--- src/hb_mc_pkg.sv ---
// --------------------
// shared definitions of the host bridge
// packet word, opcodes, register map
// and AXI response codes
// --------------------

package hb_mc_pkg;

  localparam int data_width_c = 32;

  // only these two codes do anything
  typedef enum logic [1:0] {
    op_store = 2'b01
    ,op_load = 2'b10
  } mc_op_e;

  // one 64-bit packet, seen as a store or as a load
  typedef union packed {
    struct packed {
      mc_op_e      op;
      logic [13:0] rsvd;
      logic [15:0] addr;
      logic [31:0] data;
    } store;
    struct packed {
      mc_op_e      op;
      logic [13:0] rsvd;
      logic [15:0] addr;
      logic [23:0] rsvd_lo;
      logic [7:0]  id;
    } load;
  } mc_packet_u;

  // --------------------
  // register map
  // --------------------
  localparam logic [11:0] axil_tx_lo_c    = 12'h000;
  localparam logic [11:0] axil_tx_hi_c    = 12'h004;
  localparam logic [11:0] axil_rx_data_c  = 12'h010;
  localparam logic [11:0] axil_rx_count_c = 12'h014;
  localparam logic [11:0] axil_credits_c  = 12'h018;
  localparam logic [11:0] axil_rx_id_c    = 12'h01C;

  localparam logic [1:0] resp_okay_c   = 2'd0;
  localparam logic [1:0] resp_slverr_c = 2'd2;

endpackage
--- src/mem_arbiter.sv ---
// --------------------
// round-robin arbiter
// endpoint and DMA onto one memory port
// --------------------
`timescale 1ns/1ps

module mem_arbiter
  import hb_mc_pkg::*;
#(
  parameter int mem_addr_width_p = 10
) (
  input  logic                        clk_i
  ,input  logic                        arst_n_i
  ,input  logic                        ep_req_i
  ,input  logic                        ep_we_i
  ,input  logic [mem_addr_width_p-1:0] ep_addr_i
  ,input  logic [data_width_c-1:0]     ep_wdata_i
  ,input  logic                        dma_req_i
  ,input  logic                        dma_we_i
  ,input  logic [mem_addr_width_p-1:0] dma_addr_i
  ,input  logic [data_width_c-1:0]     dma_wdata_i
  ,input  logic [data_width_c-1:0]     mem_rdata_i
  ,output logic                        ep_gnt_o
  ,output logic                        dma_gnt_o
  ,output logic [data_width_c-1:0]     ep_rdata_o
  ,output logic                        ep_rvalid_o
  ,output logic [data_width_c-1:0]     dma_rdata_o
  ,output logic                        dma_rvalid_o
  ,output logic                        mem_en_o
  ,output logic                        mem_we_o
  ,output logic [mem_addr_width_p-1:0] mem_addr_o
  ,output logic [data_width_c-1:0]     mem_wdata_o
);

  // last grant went to the endpoint, cleared so it wins first
  logic last_ep_r;
  logic ep_rd_r, dma_rd_r;

  assign ep_gnt_o  = ep_req_i & (~dma_req_i | ~last_ep_r);
  assign dma_gnt_o = dma_req_i & ~ep_gnt_o;

  always_ff @(posedge clk_i or negedge arst_n_i) begin
    if (!arst_n_i) begin
      last_ep_r <= 1'b0;
      ep_rd_r   <= 1'b0;
      dma_rd_r  <= 1'b0;
    end else begin
      if (ep_gnt_o) begin
        last_ep_r <= 1'b1;
      end else if (dma_gnt_o) begin
        last_ep_r <= 1'b0;
      end
      // owner of the word the bank returns next cycle
      ep_rd_r  <= ep_gnt_o & ~ep_we_i;
      dma_rd_r <= dma_gnt_o & ~dma_we_i;
    end
  end

  assign mem_en_o    = ep_gnt_o | dma_gnt_o;
  assign mem_we_o    = ep_gnt_o ? ep_we_i : dma_we_i;
  assign mem_addr_o  = ep_gnt_o ? ep_addr_i : dma_addr_i;
  assign mem_wdata_o = ep_gnt_o ? ep_wdata_i : dma_wdata_i;

  assign ep_rvalid_o  = ep_rd_r;
  assign dma_rvalid_o = dma_rd_r;
  assign ep_rdata_o   = ep_rd_r ? mem_rdata_i : '0;
  assign dma_rdata_o  = dma_rd_r ? mem_rdata_i : '0;

endmodule

--- config.mk ---
export PLATFORM = sky130hd
export DESIGN_NAME = mem_arbiter
export DESIGN_NICKNAME = d
export VERILOG_FILES = /design/src/hb_mc_pkg.sv /design/src/mem_arbiter.sv
export SDC_FILE = /design/constraint.sdc
export NUM_CORES = 1
export LEC_CHECK = 0
export ABC_AREA = 0
export BUFFER_PORTS_ARGS = -buffer_cell sky130_fd_sc_hd__buf_4
export CAP_MARGIN = 5
export CELL_PAD_IN_SITES_DETAIL_PLACEMENT = 1
export CELL_PAD_IN_SITES_GLOBAL_PLACEMENT = 1
export CORE_MARGIN = 1.5
export CORE_UTILIZATION = 16
export CTS_BUF_LIST = sky130_fd_sc_hd__clkbuf_2 sky130_fd_sc_hd__clkbuf_4 sky130_fd_sc_hd__clkbuf_8
export DETAILED_ROUTE_END_ITERATION = 8
export PLACE_DENSITY_LB_ADDON = 0.1
export SLEW_MARGIN = 20
export SYNTH_ARGS = -nofsm -noshare
export SYNTH_HDL_FRONTEND = slang
export SYNTH_SLANG_ARGS = --single-unit
export TNS_END_PERCENT = 50
--- constraint.sdc ---
create_clock -name clk_i -period 1.4 [get_ports clk_i]
set_input_delay 0 -clock clk_i [delete_from_list [all_inputs] [get_ports clk_i]]
set_output_delay 0 -clock clk_i [all_outputs]
set_load 0.01 [all_outputs]
==> reports/metrics.yaml, run 1 <==
max_freq_mhz: 618
drive_gt1_share_pct: 79.7
antenna_found_initial: 0
violations: "setup timing"
fin_ws_ns: -0.218
htreeDepth: 1
grtUsageTotal_pct: 15.1
crit_chain: "a21boi_4, buf_12, clkbuf_16, mux2_4, buf_6"
synth_compound_area_share_pct: 1.48
synthXorXnorAreaFrac_pct: 0
setup.worst_path.class: "flip-flop to primary output"
grt_pass1_wl_mm: 10.0
die_w_um: 92.0
insertion_delay_ns: 0.22
via_per_inst: 4.03
grt_max_degree: 34
p_leak_nw: 1.92
avgSynthCellArea_um2: 9.82
port_buffers: 233
route.antenna.remaining_nets: 0
critPathMaxFanout: 8
critPathLaunch: "last_ep_r"
critical-path-max-stage-delay_ns: 0.40
crit_required_ns: 1.40
core_um2: 7690
r2r_slack_ns: 0.34
finalSetupViolations: 43
status: "finished, violations left"
die_h_um: 92.0
cts_tree: "built"
cp.arrival_ns: 1.62
r2r_start: "last_ep_r"
place_ws_ns: 0.00837
dp_hpwl_mm: 6.21
cts_made_buffers: 3
clk_pin_slew_worst_paths_ns: 0.03
die-area_um2: 8460
crit_slowest_cell: "dfrtp_1"
first_pass_iters: 3
synth_nets: 251
cts_sinks: 3
diodes: 0
ys_types: 14
crit_buf_inv: 3
wirelength_mm: 7.37
synth.mux.area_fraction_pct: 49.5
drc: 0
grt_remaining_overflow: 0
dr.first_iter.drc_count: 21
grt_pass1_vias: 1914
wl_per_cell_um: 15.6
gr-usage-met1_pct: 12.7
gp_congestion: 0.730
fin_tns_setup_ns: -7.56
fin_nets: 492
fin_total_pwr_mw: 1.65
syn_inst: 129
post-route-period-util_pct: 116
reg2reg_to: "ep_rvalid_o"
synth_adder_area_share_pct: 0
peakVddDrop_mv: 0.214
slew_violations: 0
cp.depth: 5
nFillCells: 950
cts_buffer_depth: 2
yosys_warnings: 0
fin_util_pct: 44.8
finalHoldViolCount: 0
rsz0062_at_grt: "true"
crit_path_start_kind: "flip-flop"
post-route-min-period_ns: 1.62
maxSlewHeadroom_pct: 83.5
hold_path.class: "primary input to flip-flop"
synth-simple-area-share_pct: 33.8
root_buffer: "clkbuf_8"
cp-endpoint: "mem_wdata_o[6]"
netlist_area_um2: 1270
vias: 1898
ff2ff_path_depth: 3
busiest_layer: "met2"
tightest_slew_ns: 0.248
io_pins: 234
use_met3_pct: 7.46
syn_to_final_growth_pct: 172
power_density_nw_per_um2: 479
start_util_pct: 16.5
critPathCaptureType: "primary output"
ys_seq_area_share_pct: 5.93
rows: 32
ys_ff_latch: 3
gr-usage-met2_pct: 31.1
skew_ns: 0.00355
hp-start: "dma_req_i"
synth_top_family_by_area: "multiplexers"
crit_family: "buffers and inverters"
drv_cap: 0
-- how the worst min path moves through the flow --
stage	end	slack, ns	cells after the start
2_1_floorplan	dma_rvalid_o	-0.30	0
3_3_place_gp	ep_rvalid_o	-0.21	1
3_5_place_dp	ep_rvalid_o	-0.21	1
4_1_cts	dma_rvalid_o	0.1	3
5_1_grt	dma_rvalid_o	0.13	3
6_report	dma_rvalid_o	0.10	3
-- what timing repair did --
action	CTS	global route
endpoints found under the hold margin	5	0
buffers inserted	2	2
setup endpoints to repair	43	43
pin swaps	0	1
gates cloned	1	3
hold buffers	3	0
gates resized for setup	37	5
-- metal layers --
metal	vias to the layer above	part of all wire (%)
met3	10	14
li1	902	-
met4	0	1.9
met5	-	0
met2	141	56
met1	845	28
-- tightest hold or removal path, stage by stage --
cell and delay [ns]:
buf_4 0.13, inv_1 0.08, nor3_1 0.06
-- logic make-up after synthesis --
group / count (synthesis)
and+or+nand+nor: 69
DFF: 3
AOI/OAI and AO/OA: 2
muxes: 43
buffers and inverters: 12
-- per-stage QoR --
step / hold WS, ns / cells / cell area (µm²)
2_1_floorplan: -0.296 / 129 / 1270
3_3_place_gp: -0.209 / 457 / 3080
3_5_place_dp: -0.207 / 457 / 3080
4_1_cts: 0.0981 / 467 / 3350
5_1_grt: 0.131 / 471 / 3440
6_report: 0.101 / 471 / 3440
-- layout by cell type, fill, tap and decap left out --
cell / n
or2_2: 1
nor2_1: 1
mux2_4: 43
buf_12: 2
a21o_1: 1
dfrtp_1: 3
clkbuf_8: 3
clkbuf_16: 3
dlygate4sd3_1: 3
clkbuf_4: 1
buf_4: 204
buf_16: 1
a21boi_4: 1
nor3_1: 1
nor2b_2: 1
inv_1: 1
and2_1: 64
buf_6: 34
nor2b_1: 1
-- Yosys cell counts (all sizes together) --
| master | instances | area (µm²) |
|---|---|---|
| buf | 5 | 91.3 |
| nor2 | 1 | 3.75 |
| a21o | 1 | 7.51 |
| a21boi | 1 | 11.3 |
| inv | 1 | 3.75 |
| nor2b | 2 | 12.5 |
| mux2 | 43 | 627 |
| clkbuf | 6 | 22.5 |
| and2 | 64 | 400 |
| dfrtp | 3 | 75.1 |
| nor3 | 1 | 5.00 |
| or2 | 1 | 6.26 |
-- where the power goes --
group	internal (mW)	total, mW	switching [mW]
sequential	0.0952	0.101	0.00609
combinational	0.828	1.28	0.448
clock	0.213	0.271	0.0575
-- cell type report --
cell class                      instances  area [µm²]  area share [%]
Tap cell                              102         128            3.71
Timing Repair Buffer                  247        2090            60.6
Sequential cell                         3        75.1            2.18
Inverter                                1        3.75           0.109
Clock buffer                            4        48.8            1.42
Multi-Input combinational cell        114        1100            32.0
-- state kept, by name, indices dropped and copies added (netlist names) --
name          flops
dma_rvalid_o      1
last_ep_r         1
ep_rvalid_o       1
Power figures use the tool's default switching activity.
==> run 2: changes to the inputs <==
ABC_AREA = 1   (was 0)
CORE_UTILIZATION = 13   (was 16)
==> run 2 against run 1 <==
- the run now ends clean
- register-to-register slack better by 0.09 ns
- global-route usage is 1.8 points lower
- sequential share of layout area is 0.15 points higher
- die area is 22% higher
- clock skew is 0.00099 ns lower
- first-iteration DRC count is 48% higher
- worst hold slack better by 0.0025 ns
- utilization is 10 points lower
- synthesized cell count is 120% higher
- combinational power is 13% lower
==> reports/metrics.yaml, run 2 <==
ys_top_cells_by_area: "nand2_1 45%, inv_1 20%, nand3_1 17%"
first_pass_iters: 4
power_density_nw_per_um2: 460
die_w_um: 102
fin_nets: 639
netlist_area_um2: 1260
p_leak_nw: 2.35
drive_gt1_share_pct: 47.7
clk_pin_slew_worst_paths_ns: 0.03
synth_edf_count: 0
insertion_delay_ns: 0.21
cts_buffer_depth: 2
syn_inst: 289
die-area_um2: 10300
cts_resized: 0
core_um2: 9330
cts_tree: "built"
critPathMaxFanout: 44
design_area_um2: 3220
syn_to_final_growth_pct: 155
layout_common_cells: "236 x buf_4, 150 x nand2_1, 67 x inv_1, 43 x nand3_1"
ys_seq_area_share_pct: 5.95
holdBufCountCts: 3
htreeDepth: 1
antenna_found_initial: 0
cts_setup_buffers: 0
cp.arrival_ns: 1.27
slew_violations: 0
max_freq_mhz: 789
ys_ff_latch: 3
crit_required_ns: 1.40
hold_path.class: "primary input to flip-flop"
wl_per_cell_um: 11.8
avgSynthCellArea_um2: 4.37
ys_types: 13
rsz0062_at_grt: "false"
synth_nets: 411
synth_top_area_share_pct: 44.6
port_buffers: 233
skew_ns: 0.00256
grtUsageTotal_pct: 13.4
nFillCells: 1290
final_common_cell: "buf_4"
start_util_pct: 13.5
fin_tns_setup_ns: 0
post-route-min-period_ns: 1.27
cts_sinks: 3
r2r_slack_ns: 0.43
yosys_warnings: 0
status: "completed"
route.antenna.remaining_nets: 0
tightest_slew_ns: 0.344
finalSetupViolations: 0
finalHoldViolCount: 0
root_buffer: "clkbuf_8"
async_reset_ff_share_pct: 100
synthFlopType: "dfrtp_1"
post-route-period-util_pct: 90.5
gp_congestion: 0.739
synth_most_common_cell: "nand2_1"
maxSlewHeadroom_pct: 77.0
dp_hpwl_mm: 6.37
crit_slowest_cell: "dfrtp_1"
grt_remaining_overflow: 0
crit_path_start_kind: "flip-flop"
io_pins: 234
diodes: 0
die_h_um: 102
grt_max_degree: 45
drv_cap: 0
setup.worst_path.class: "flip-flop to primary output"
yosysTopAreaCell: "nand2_1"
cts_made_buffers: 3
peakVddDrop_mv: 0.304
drc: 0
rows: 35
critPathCaptureType: "primary output"
via_per_inst: 3.91
crit_chain: "nand2_2, buf_12, nand3_1, nand2_1, buf_4"
grt_pass1_wl_mm: 11.1
vias: 2522
placed_area_um2: 3140
grt_pass1_vias: 2356
wirelength_mm: 7.64
dr.first_iter.drc_count: 31
synth_top_cells_by_count: "150 x nand2_1, 67 x inv_1, 43 x nand3_1, 13 x buf_2, 5 x buf_4"
critical-path-max-stage-delay_ns: 0.38
==> run 2: cell count changes after synthesis, moves of 2 or more <==
cell / previous run / this run
inv_1: 1 / 67
nor2b_1: 2 / 0
mux2_2: 5 / 0
nand3_1: 0 / 43
and2_1: 64 / 0
nand2_1: 0 / 150
buf_12: 4 / 0
buf_2: 0 / 13
mux2_4: 38 / 0
buf_4: 0 / 5
clkbuf_1: 6 / 0
==> run 2: worst max-delay path, delay by kind of cell (launching register included) <==
family / cells / cell delay (ns)
flops: 1 / 0.38
buf+inv: 2 / 0.33
simple gates: 3 / 0.31
==> run 2: kinds of logic (layout without fill, tap and decap cells) <==
group           Yosys count  after routing  synth area share (%)
buf+inv                  86            313                  28.9
flops                     3              3                  5.95
compound gates            2              2                 0.991
simple gates            198            198                  64.1
==> run 2: layout make-up <==
type | instances | area (µm²) | area share (%)
sequential | 3 | 75.1 | 2.33
multi-input combinational | 200 | 822 | 25.5
timing repair buffer | 242 | 1860 | 57.8
inverter | 67 | 251 | 7.81
tap | 129 | 161 | 5.01
clock buffer | 4 | 48.8 | 1.52
==> run 2: final timing paths <==
path | from | cells past startpoint | to
worst max-delay path | last_ep_r | 5 | mem_wdata_o[31]
worst min-delay path | dma_req_i | 3 | dma_rvalid_o
worst max register to register | last_ep_r | 4 | ep_rvalid_o
worst min register to register | last_ep_r | 1 | last_ep_r
max in group asynchronous | arst_n_i | 2 | last_ep_r
min in group asynchronous | arst_n_i | 2 | dma_rvalid_o
==> run 2: layer usage <==
metal	up-vias	global-route usage (%)	routed length [µm]	part of all wire, %
met4	0	3.85	199	2.6
li1	1279	-	-	-
met2	152	24.8	3730	49
met5	-	0	0	0
met3	12	3.93	976	13
met1	1079	14.6	2740	36
==> run 2: per-stage QoR <==
stage	utilization [%]	std cells	worst slack (ns)	power, mW	hold WS (ns)
6_report	34.5	645	0.133	1.48	0.103
2_1_floorplan	-	289	0.498	0.540	-0.296
3_5_place_dp	33.7	638	0.323	1.24	-0.206
5_1_grt	34.5	645	0.00508	1.62	0.132
4_1_cts	34.5	645	0.0955	1.52	0.104
3_3_place_gp	33.7	638	0.345	1.23	-0.206
==> run 2: where the power goes <==
part / leakage (nW) / internal (mW) / switching, mW / total, mW
clock: 0.0262 / 0.213 / 0.0510 / 0.264
combinational: 2.29 / 0.604 / 0.514 / 1.12
sequential: 0.0377 / 0.0953 / 0.00514 / 0.100
