<file path="config.mk">
export PLATFORM = sky130hd
export DESIGN_NAME = mc_endpoint
export DESIGN_NICKNAME = d
export VERILOG_FILES = /design/src/hb_mc_pkg.sv /design/src/mc_endpoint.sv
export SDC_FILE = /design/constraint.sdc
export NUM_CORES = 1
export LEC_CHECK = 0
export ABC_CLOCK_PERIOD_IN_PS = 2900
export BUFFER_PORTS_ARGS = -buffer_cell sky130_fd_sc_hd__clkbuf_2
export CAP_MARGIN = 20
export CORE_MARGIN = 10
export CORE_UTILIZATION = 33
export DETAILED_ROUTE_END_ITERATION = 10
export PLACE_DENSITY_LB_ADDON = 0.1
export SYNTH_ARGS = -nofsm -noshare
export SYNTH_HDL_FRONTEND = slang
export SYNTH_SLANG_ARGS = --single-unit
</file>
<file path="constraint.sdc">
create_clock -name clk_i -period 2.9 [get_ports clk_i]
set_input_delay 0.29 -clock clk_i [delete_from_list [all_inputs] [get_ports clk_i]]
set_output_delay 0.29 -clock clk_i [all_outputs]
set_load 0.1 [all_outputs]
</file>
<file path="src/hb_mc_pkg.sv">
// --------------------
// shared definitions of the host bridge
// packet word, opcodes, register map
// and AXI response codes
// --------------------

package hb_mc_pkg;

  localparam int data_width_c = 32;

  // only these two codes do anything
  typedef enum logic [1:0] {
    op_store = 2'b01
    ,op_load = 2'b10
  } mc_op_e;

  // one 64-bit packet, seen as a store or as a load
  typedef union packed {
    struct packed {
      mc_op_e      op;
      logic [13:0] rsvd;
      logic [15:0] addr;
      logic [31:0] data;
    } store;
    struct packed {
      mc_op_e      op;
      logic [13:0] rsvd;
      logic [15:0] addr;
      logic [23:0] rsvd_lo;
      logic [7:0]  id;
    } load;
  } mc_packet_u;

  // --------------------
  // register map
  // --------------------
  localparam logic [11:0] axil_tx_lo_c    = 12'h000;
  localparam logic [11:0] axil_tx_hi_c    = 12'h004;
  localparam logic [11:0] axil_rx_data_c  = 12'h010;
  localparam logic [11:0] axil_rx_count_c = 12'h014;
  localparam logic [11:0] axil_credits_c  = 12'h018;
  localparam logic [11:0] axil_rx_id_c    = 12'h01C;

  localparam logic [1:0] resp_okay_c   = 2'd0;
  localparam logic [1:0] resp_slverr_c = 2'd2;

endpackage
</file>
<file path="src/mc_endpoint.sv">
// --------------------
// packet endpoint
// decode, memory request, load response
// and out-credit counter
// --------------------
`timescale 1ns/1ps

module mc_endpoint
  import hb_mc_pkg::*;
#(
  parameter int mem_addr_width_p   = 10
  ,parameter int max_out_credits_p = 4
  ,localparam int credit_width_lp  = $clog2(max_out_credits_p+1)
) (
  input  logic                        clk_i
  ,input  logic                        arst_n_i
  ,input  logic                        tx_v_i
  ,input  mc_packet_u                  tx_packet_i
  ,input  logic                        rx_pop_i
  ,input  logic                        gnt_i
  ,input  logic [data_width_c-1:0]     rdata_i
  ,input  logic                        rvalid_i
  ,output logic                        tx_pop_o
  ,output logic                        rx_push_o
  ,output logic [7:0]                  rx_id_o
  ,output logic [data_width_c-1:0]     rx_data_o
  ,output logic [credit_width_lp-1:0]  credits_o
  ,output logic                        req_o
  ,output logic                        we_o
  ,output logic [mem_addr_width_p-1:0] addr_o
  ,output logic [data_width_c-1:0]     wdata_o
);

  logic                        busy_r, we_r;
  logic [mem_addr_width_p-1:0] addr_r;
  logic [data_width_c-1:0]     wdata_r;
  logic [7:0]                  id_r;
  logic [credit_width_lp-1:0]  credits_r;
  logic                        is_store, is_load, credit_take, credit_ret_st;

  assign is_store = (tx_packet_i.store.op == op_store);
  assign is_load  = (tx_packet_i.load.op == op_load);

  // idle with a credit left takes the head packet
  assign tx_pop_o = tx_v_i & ~busy_r & (credits_r != '0);

  // ignored opcodes give their credit straight back
  assign credit_take   = tx_pop_o & (is_store | is_load);
  assign credit_ret_st = gnt_i & we_r;

  always_ff @(posedge clk_i or negedge arst_n_i) begin
    if (!arst_n_i) begin
      busy_r    <= 1'b0;
      credits_r <= credit_width_lp'(max_out_credits_p);
    end else begin
      if (tx_pop_o) begin
        busy_r <= is_store | is_load;
      end else if (gnt_i) begin
        busy_r <= 1'b0;
      end
      credits_r <= credits_r - credit_width_lp'(credit_take)
                   + credit_width_lp'(credit_ret_st) + credit_width_lp'(rx_pop_i);
    end
  end

  always_ff @(posedge clk_i) begin
    if (tx_pop_o) begin
      we_r    <= is_store;
      wdata_r <= tx_packet_i.store.data;
      addr_r  <= is_load ? tx_packet_i.load.addr[mem_addr_width_p-1:0]
                         : tx_packet_i.store.addr[mem_addr_width_p-1:0];
    end
    // id stays until the next load, so it pairs with the returning word
    if (tx_pop_o && is_load) begin
      id_r <= tx_packet_i.load.id;
    end
  end

  assign req_o     = busy_r;
  assign we_o      = we_r;
  assign addr_o    = addr_r;
  assign wdata_o   = wdata_r;
  assign credits_o = credits_r;

  // load data lands one cycle after the grant
  assign rx_push_o = rvalid_i;
  assign rx_data_o = rdata_i;
  assign rx_id_o   = id_r;

endmodule

</file>
==> out/qor.csv, run 1 <==
metric,value,unit
worstSetupPathType,flop to flop,
antennaDiodeCount,0,
antenna_found_initial,0,
slew_headroom,58.0,%
cp.arrival,2.83,ns
worstSkewPairLatency,0.30,ns
power,3.06,mW
dp_hpwl,3770,µm
grt_pass1_vias,1281,
fmax,0.384,GHz
grt_start_max_net_pins,44,
drc,0,
ant_nets,0,
netlist_top_cells_area,"edfxtp_1 (75%), buf_4 (12%), dfrtp_1 (3.7%), fa_1 (2.0%), ha_1 (1.8%)",
p_per_area,1180,nW/µm²
fp.dieH,98.9,µm
synth_nets,216,
numCtsBuffers,5,
final.period_utilization,89.7,%
die_w,98.9,µm
die-area,9770,µm²
cts_max_level,2,
switching_power,1.49,mW
yosysUniqueCellTypes,15,
intPower,1.57,mW
finClkSkew,0.00528,ns
drt_iter0_drc,15,
clk_path_buf_depth,2,
area_growth,26.1,%
cp-start-kind,flop,
syn_avg_cell_area,18.8,µm²
clock_tree.root_cell,clkbuf_8,
viasPerCell,4.27,
postCtsHoldBufs,1,
ys_seq_area_share,79.6,%
drive_gt1_share,61.3,%
dp_cells,257,
num_vias,1137,
rsz0062_at_grt,false,
overflow,0,
netlist_area,2050,µm²
wl,4710,µm
crit_path_end_kind,flop,
grt_usage,9.12,%
yosysWarnings,0,
yosys.area.top_type_share,74.6,%
power_frac_seq,36.2,%
nNetsFinal,297,
worst_pin_slew,0.625,ns
drv_slew,0,
post_drt_wl_per_cell,17.7,µm
post_dp_cell_area,2440,µm²
start_util,34.3,%
setup_violations,0,
drv_cap,0,
cts.clk_slew.worst_paths,0.09,ns
cts.sinks,55,
p_sw_share,48.7,%
portBuffers,104,
pwr-share-clk,18.9,%
num_rows,28,
hp-class,input port to flop,
crit_fanout,4,
place.gp.congestion,0.740,
synth_top_area_cell,edfxtp_1,
p_leak,1.13,nW
finalNonFillerCells,266,
first_pass_iters,4,
core-area,5990,µm²
synth_cells,109,
required,3.13,ns
holdPathStages,1,
post_cts_resized,0,
fin_crit,2.60,ns
ioPinCount,191,
cts_tree,done,
grt_pass1_wl,6870,µm
r2r_cells,8,
hold_viol_final,0,
pwr-share-comb,44.9,%
status,"finished, final reports clean",
ir_drop,0.845,mV
post_cts_buffers,0,
ys_seq_elements,55,
fillers,585,
final_cell_area,2590,µm²
layout make-up:
class                           count  area (µm²)  share of cell area [%]
Clock buffer                        5        68.8                    2.66
Clock inverter                      3        67.6                    2.61
Inverter                            7        26.3                    1.02
Multi-Input combinational cell     14         153                    5.90
Sequential cell                    55        1630                    63.1
Tap cell                           75        93.8                    3.63
Timing Repair Buffer              107         546                    21.1
layout by cell type (no fill, tap or decap):
| cell | n |
|---|---|
| clkbuf_8 | 5 |
| clkinvlp_4 | 1 |
| fa_1 | 2 |
| clkbuf_2 | 104 |
| nor2_4 | 1 |
| dfrtp_1 | 3 |
| nor3b_1 | 1 |
| o32ai_1 | 1 |
| nor3_1 | 2 |
| dlygate4sd3_1 | 1 |
| ha_1 | 3 |
| xnor2_1 | 1 |
| edfxtp_1 | 51 |
| bufinv_16 | 2 |
| inv_1 | 7 |
| buf_4 | 2 |
| and2_1 | 1 |
| dfstp_2 | 1 |
| xor2_1 | 1 |
| nand2b_4 | 1 |
sequential cells by signal, indices dropped and copies added, names as in the netlist:
signal     flops
credits_o      3
req_o          1
rx_id_o        8
wdata_o       32
we_o           1
addr_o        10
metal layers:
layer / vias to the layer above / part of all wire (%) / GRT usage, %
li1: 510 / - / -
met1: 507 / 37 / 9.51
met2: 95 / 46 / 14.0
met3: 25 / 13 / 5.38
met4: 0 / 3.5 / 5.29
met5: - / 0 / 0
critical path: stages, from the launching register on:
cell	delay (ns)
dfrtp_1	0.43
nor3_1	0.54
nor3_1	0.11
ha_1	0.30
inv_1	0.05
fa_1	0.42
fa_1	0.39
xor2_1	0.17
xnor2_1	0.14
stage by stage:
stage	setup TNS [ns]	hold WS (ns)	util, %	setup WS, ns
5_1_grt	0	0.132	43.2	0.102
3_3_place_gp	0	0.102	40.7	0.348
3_5_place_dp	0	0.104	40.7	0.302
6_report	0	0.159	43.2	0.299
4_1_cts	0	0.148	43.2	0.265
2_1_floorplan	-0.0396	-0.00559	-	-0.0396
power by group through the flow:
stage	clock network, mW	logic (mW)	registers (mW)
2_1_floorplan	0	0.397	2.11
3_3_place_gp	0	1.38	1.12
3_5_place_dp	0	1.39	1.13
4_1_cts	0.605	1.39	1.11
5_1_grt	0.640	1.42	1.13
6_report	0.578	1.37	1.11
logic make-up (layout without fill, tap and decap cells):
logic type	after synthesis	after routing	synth area share [%]
buf+inv	40	122	13.4
flops	55	55	79.6
compound gates	1	1	0.427
xor+xnor	2	2	0.854
fa+ha+maj	5	5	3.78
simple gates	6	6	2.01
cell usage after synthesis:
| library cell | number |
|---|---|
| fa_1 | 2 |
| dfrtp_1 | 3 |
| nor3b_1 | 1 |
| nand2b_4 | 1 |
| nor2_1 | 1 |
| edfxtp_1 | 51 |
| buf_4 | 33 |
| xnor2_1 | 1 |
| inv_1 | 7 |
| dfstp_2 | 1 |
| ha_1 | 3 |
| and2_1 | 1 |
| nor3_1 | 2 |
| o32ai_1 | 1 |
| xor2_1 | 1 |
worst paths after layout:
| path | start | end | slack [ns] |
|---|---|---|---|
| setup / recovery | credits_o[1]$_DFF_PN0_ | credits_o[2]$_DFF_PN1_ | 0.30 |
| min in group asynchronous | arst_n_i | req_o$_DFFE_PN0P_ | 0.33 |
| hold / removal | tx_packet_i[22] | wdata_o[22]$_DFFE_PP_ | 0.16 |
| setup reg to reg | credits_o[1]$_DFF_PN0_ | credits_o[2]$_DFF_PN1_ | 0.30 |
| max in group asynchronous | arst_n_i | credits_o[2]$_DFF_PN1_ | 2.36 |
| hold reg to reg | credits_o[2]$_DFF_PN1_ | credits_o[2]$_DFF_PN1_ | 0.51 |
Note: power is estimated with default switching activity, not from simulation.
==> run 2, diff against run 1 <==
--- a/config.mk
+++ b/config.mk
@@ -5,6 +5,7 @@
 export SDC_FILE = /design/constraint.sdc
 export NUM_CORES = 1
 export LEC_CHECK = 0
+export ABC_AREA = 1
 export ABC_CLOCK_PERIOD_IN_PS = 2900
 export BUFFER_PORTS_ARGS = -buffer_cell sky130_fd_sc_hd__clkbuf_2
 export CAP_MARGIN = 20
==> out/qor.csv, run 2 <==
metric,value,unit,change
status,"finished, final reports clean",,
fmax,0.445,GHz,+16%
met1Wirelength,1720,µm,-1.7%
area_growth,22.6,%,
fin_crit,2.25,ns,-0.353 ns
routed-wl-met2,2350,µm,+7.3%
multi_input_area,159,µm²,+4.1%
drive_gt1_share,59.1,%,-2.1 points
reg2reg_from,credits_o[1]$_DFF_PN0_,,
cp-start-kind,flop,,
grt_pass1_vias,1281,,unchanged
numCtsBuffers,5,,unchanged
core-area,6030,µm²,+0.58%
crit_chain,nor2_1 > nand2_2 > nand2_2 > clkinvlp_4 > clkbuf_2,,
viasPerCell,4.23,,-1.0%
overflow,0,,unchanged
cpPeakStageDelay,0.56,ns,+0.02 ns
final.period_utilization,77.5,%,-12 points
die_w,99.6,µm,+0.77%
hp-class,input port to flop,,
start_util,34.7,%,+0.47 points
netlist_area,2090,µm²,+2.0%
rsz0062_at_grt,false,,
place.gp.congestion,0.700,,-5.4%
p_per_area,1140,nW/µm²,-3.5%
post_drt_wl_per_cell,17.2,µm,-3.0%
dr_wl_met3,612,µm,-0.16%
nNetsFinal,309,,+4.0%
dp_hpwl,4000,µm,+6.1%
grt_usage,9.22,%,+0.10 points
synth.most_common_cell,edfxtp_1,,
ys_seq_elements,55,,unchanged
drt_iter0_drc,33,,+18
synth-async-reset-ratio,7.27,%,unchanged
fp.dieH,99.6,µm,+0.77%
cts_max_level,2,,unchanged
syn_avg_cell_area,17.1,µm²,-8.9%
netlist_top_cells_area,"edfxtp_1 (73%), buf_4 (12%), dfrtp_1 (3.6%), inv_1 (2.3%), fa_1 (1.9%)",,
cts.clk_slew.worst_paths,0.09,ns,about the same
setup_violations,0,,unchanged
crit_start,credits_o[2]$_DFF_PN1_,,
post-place-ws,0.582,ns,+0.280 ns
grt_start_max_net_pins,24,,-45%
antennaDiodeCount,0,,unchanged
worst_pin_slew,0.565,ns,-0.0596 ns
p_leak,1.16,nW,+2.5%
highest_layer,met4,,
finClkSkew,0.00449,ns,-0.000790 ns
seq_area,1630,µm²,unchanged
die-area,9920,µm²,+1.6%
cpMostUsedCell,nand2_2,,
final_cell_mix,"clkbuf_2 (104), edfxtp_1 (51), inv_1 (12)",,
mostFrequentLayoutCell,clkbuf_2,,
ys_seq_area_share,78.1,%,-1.5 points
final_util,42.6,%,-0.62 points
crit_path_end_kind,primary output,,
clk_path_buf_depth,2,,unchanged
yosys.area.top_type_share,73.2,%,-1.4 points
synth_nets,229,,+6.0%
fillers,572,,-2.2%
num_rows,28,,unchanged
required,2.61,ns,-0.52 ns
antenna_found_initial,0,,unchanged
portBuffers,104,,unchanged
setup_slack,0.652,ns,+0.353 ns
yosysWarnings,0,,unchanged
synthFlopType,edfxtp_1,,
path_buf_inv,2,,+1
hold_viol_final,0,,unchanged
path_delay_family,buffers and inverters,,
worstSetupPathType,flop to primary output,,
wl,4780,µm,+1.4%
synth_commonest_cells,"edfxtp_1 (51), buf_4 (33), inv_1 (13)",,
post_cts_buffers,0,,unchanged
cp.arrival,1.96,ns,-0.87 ns
crit_fanout,23,,+19
largest_register_ffs,32,,unchanged
ant_nets,0,,unchanged
synth_edf_count,51,,unchanged
drv_cap,0,,unchanged
clock_tree.root_cell,clkbuf_8,,
num_vias,1176,,+3.4%
cts_tree,done,,
cts.sinks,55,,unchanged
fin_tns_setup,0,ns,unchanged
synth_cells,122,,+12%
ioPinCount,191,,unchanged
drv_slew,0,,unchanged
worstSkewPairLatency,0.30,ns,about the same
slowest_stage,dfstp_2,,
first_pass_iters,2,,-2
slew_headroom,62.5,%,+4.5 points
yosysUniqueCellTypes,15,,unchanged
drc,0,,unchanged
grt_pass1_wl,6960,µm,+1.2%
ir_drop,0.777,mV,-8.0%
holdCritStartpoint,tx_packet_i[31],,
synth_top_area_cell,edfxtp_1,,
[run 2: power breakdown]
part           switching (mW)  total [mW]  leakage, nW  internal, mW
Clock                   0.226       0.395       0.0412         0.169
Sequential             0.0548        1.11        0.528          1.06
Combinational            1.25        1.42        0.590         0.166
Total                    1.53        2.93         1.16          1.39
[run 2: final cells by class]
type	instances	area share (%)
multi-input cells	20	6.20
clock buffers	6	2.83
inverters	14	2.20
flip-flops and latches	55	63.7
well taps	75	3.66
clock inverters	2	0.488
repair buffers	106	21.0
[run 2: final timing paths]
path | end | slack [ns] | cells past startpoint
setup reg to reg | credits_o[2]$_DFF_PN1_ | 0.72 | 13
setup / recovery | tx_pop_o | 0.65 | 5
max in group asynchronous | credits_o[2]$_DFF_PN1_ | 2.36 | 2
hold reg to reg | credits_o[2]$_DFF_PN1_ | 0.48 | 2
hold / removal | wdata_o[31]$_DFFE_PP_ | 0.16 | 1
min in group asynchronous | req_o$_DFFE_PN0P_ | 0.32 | 2
[run 2: timing repair]
| item | CTS | global route |
|---|---|---|
| hold endpoints to repair | 4 | 0 |
| hold buffers | 1 | 0 |
| resized for setup | 0 | 0 |
[run 2: cells by family (layout without fill, tap and decap cells)]
family,Yosys count,after routing,synth area share (%)
and+or+nand+nor,15,15,3.89
adders and majority gates,5,5,3.71
buffers and inverters,47,128,14.4
DFF,55,55,78.1
[run 2: routing by layer]
layer / global-route usage, % / up-vias
li1: - / 536
met1: 8.93 / 545
met2: 14.9 / 82
met3: 5.88 / 13
met4: 4.74 / 0
met5: 0 / -
[run 2: metrics by stage]
stage | instances | hold slack, ns | instance area (µm²) | power [mW]
floorplan | 122 | -0.00559 | 2100 | 2.55
global placement | 269 | 0.102 | 2470 | 2.55
detailed placement | 269 | 0.109 | 2470 | 2.57
CTS | 278 | 0.148 | 2560 | 2.97
global route | 278 | 0.133 | 2560 | 3.06
finish | 278 | 0.160 | 2560 | 2.93
==> run 3, diff against run 2 <==
--- a/config.mk
+++ b/config.mk
@@ -5,8 +5,8 @@
 export SDC_FILE = /design/constraint.sdc
 export NUM_CORES = 1
 export LEC_CHECK = 0
-export ABC_AREA = 1
-export ABC_CLOCK_PERIOD_IN_PS = 2900
+export ABC_AREA = 0
+export ABC_CLOCK_PERIOD_IN_PS = 1900
 export BUFFER_PORTS_ARGS = -buffer_cell sky130_fd_sc_hd__clkbuf_2
 export CAP_MARGIN = 20
 export CORE_MARGIN = 10
==> constraint.sdc (replaced) <==
create_clock -name clk_i -period 1.9 [get_ports clk_i]
set_input_delay 0.19 -clock clk_i [delete_from_list [all_inputs] [get_ports clk_i]]
set_output_delay 0.19 -clock clk_i [all_outputs]
set_load 0.1 [all_outputs]
==> out/qor.csv, run 3 (synthesis results as in run 1) <==
metric,value,unit,change
status,"complete, but fails checks",,
violations,negative setup slack,,
cp_num_cells,8,,+3
power,4.66,mW,+59%
cts_max_level,2,,unchanged
cts.sinks,55,,unchanged
clk_path_buf_depth,2,,unchanged
worst_pin_slew,0.567,ns,+0.00232 ns
path_delay_family,adder cells,,
path_buf_inv,1,,-1
ant_nets,0,,unchanged
numCtsBuffers,5,,unchanged
start_util,34.3,%,-0.47 points
slowest_stage,dfrtp_4,,
crit_path_end_kind,flop,,
die_w,98.9,µm,-0.77%
overflow,0,,unchanged
area_growth,31.2,%,
r2r_cells,8,,-5
worstSkewPairLatency,0.30,ns,about the same
grt_pass1_vias,1326,,+3.5%
required,2.13,ns,-0.48 ns
largest_register_ffs,32,,unchanged
drt_iter0_drc,26,,-21%
fin_crit,2.13,ns,
hold_viol_final,0,,unchanged
grt_pass1_wl,7460,µm,+7.2%
hp-class,input port to flop,,
die-area,9770,µm²,-1.5%
nNetsFinal,306,,-0.97%
place.gp.congestion,0.741,,+5.8%
dp_cells,264,,-1.9%
busiest_layer,met2,,
use_met3,5.38,%,-0.51 points
p_leak,1.17,nW,+0.89%
drive_gt1_share,66.5,%,+7.4 points
clock_tree.root_cell,clkbuf_8,,
num_rows,28,,unchanged
finClkSkew,0.00576,ns,+0.00127 ns
p_per_area,1730,nW/µm²,+52%
cpMostUsedCell,fa_2,,
ir_drop,1.06,mV,+36%
wl,5030,µm,+5.3%
core-area,5990,µm²,-0.58%
post-place-ws,-0.219,ns,-0.801 ns
fmax,0.468,GHz,
antennaDiodeCount,0,,unchanged
setup_violations,2,,+2
use_met1,9.92,%,+0.99 points
viasPerCell,4.24,,+0.32%
post_drt_wl_per_cell,18.3,µm,+6.5%
antenna_found_initial,0,,unchanged
cp.arrival,2.36,ns,+0.40 ns
setup_slack,-0.235,ns,-0.887 ns
final.period_utilization,112,%,
cts.clk_slew.worst_paths,0.09,ns,about the same
drv_cap,0,,unchanged
use_met2,15.7,%,+0.80 points
dp_hpwl,4090,µm,+2.1%
rsz0062_at_grt,true,,
cpPeakStageDelay,0.50,ns,-0.06 ns
portBuffers,104,,unchanged
fp.dieH,98.9,µm,-0.77%
worstSetupPathType,flop to flop,,
crit_chain,nor3_4 > nor3_2 > ha_1 > inv_2 > fa_2 > fa_2 > xor2_2 > xnor2_1,,
ioPinCount,191,,unchanged
mostFrequentLayoutCell,clkbuf_2,,
holdPathStages,1,,unchanged
drc,0,,unchanged
finalNonFillerCells,275,,-1.1%
first_pass_iters,3,,+1
crit_fanout,2,,-91%
drv_slew,0,,unchanged
cp-start-kind,flop,,
grt_start_max_net_pins,27,,+13%
num_vias,1167,,-0.77%
cts_tree,done,,
slew_headroom,62.3,%,-0.15 points
grt_usage,9.81,%,+0.59 points
final_cell_mix,"clkbuf_2 (103), edfxtp_1 (51), buf_4 (9)",,
[run 3: worst paths after layout]
check / from / to / slack [ns]
worst max-delay path: credits_o[0]$_DFF_PN0_ / credits_o[2]$_DFF_PN1_ / -0.23
min in group asynchronous: arst_n_i / req_o$_DFFE_PN0P_ / 0.21
worst min-delay path: tx_packet_i[24] / wdata_o[24]$_DFFE_PP_ / 0.06
max in group asynchronous: arst_n_i / credits_o[2]$_DFF_PN1_ / 1.48
worst min register to register: req_o$_DFFE_PN0P_ / req_o$_DFFE_PN0P_ / 0.71
worst max register to register: credits_o[0]$_DFF_PN0_ / credits_o[2]$_DFF_PN1_ / -0.23
[run 3: report_power, final]
| part | leakage (nW) | internal (mW) | switching (mW) |
|---|---|---|---|
| combinational | 0.601 | 0.422 | 1.91 |
| clock | 0.0428 | 0.259 | 0.355 |
| sequential | 0.525 | 1.63 | 0.0815 |
[run 3: layout make-up]
type | instances | area (µm²)
clock buffer | 6 | 72.6
clock inverter | 2 | 12.5
fill | 553 | 3300
inverter | 7 | 26.3
multi-input combinational | 14 | 181
sequential | 55 | 1650
tap | 75 | 93.8
timing repair buffer | 116 | 658
[run 3: repair_timing]
| item | 4_1_cts | 5_1_grt |
|---|---|---|
| hold buffers | 1 | 0 |
| setup endpoints to repair | 2 | 3 |
| cloned | 0 | 1 |
| buffers inserted | 0 | 1 |
| endpoints found under the hold margin | 4 | 0 |
| pin swaps | 0 | 1 |
| resized for setup | 1 | 1 |
[run 3: stage by stage]
step                      setup TNS [ns]  hold WS [ns]  utilization, %  cell area, µm²
after floorplan                   -23.51        -0.106               -            2090
after global placement            -0.275       0.00715            42.6            2550
after detailed placement          -0.308       0.00591            42.6            2550
after CTS                         -0.353        0.0463            44.3            2650
after global routing              -0.454        0.0299            44.9            2690
final                             -0.331        0.0602            44.9            2690
[run 3: metal layers]
layer / routed length, µm / vias to the layer above
li1: - / 527
met1: 1730 / 524
met2: 2370 / 84
met3: 741 / 32
met4: 189 / 0
met5: 0 / -
[run 3: worst register-to-register path: cells and delay by family, from the launching register on]
family | cells | cell delay (ns)
adders and majority gates | 3 | 0.99
DFF | 1 | 0.50
xor gates and xnor gates | 2 | 0.29
and+or+nand+nor | 2 | 0.24
buffers and inverters | 1 | 0.04
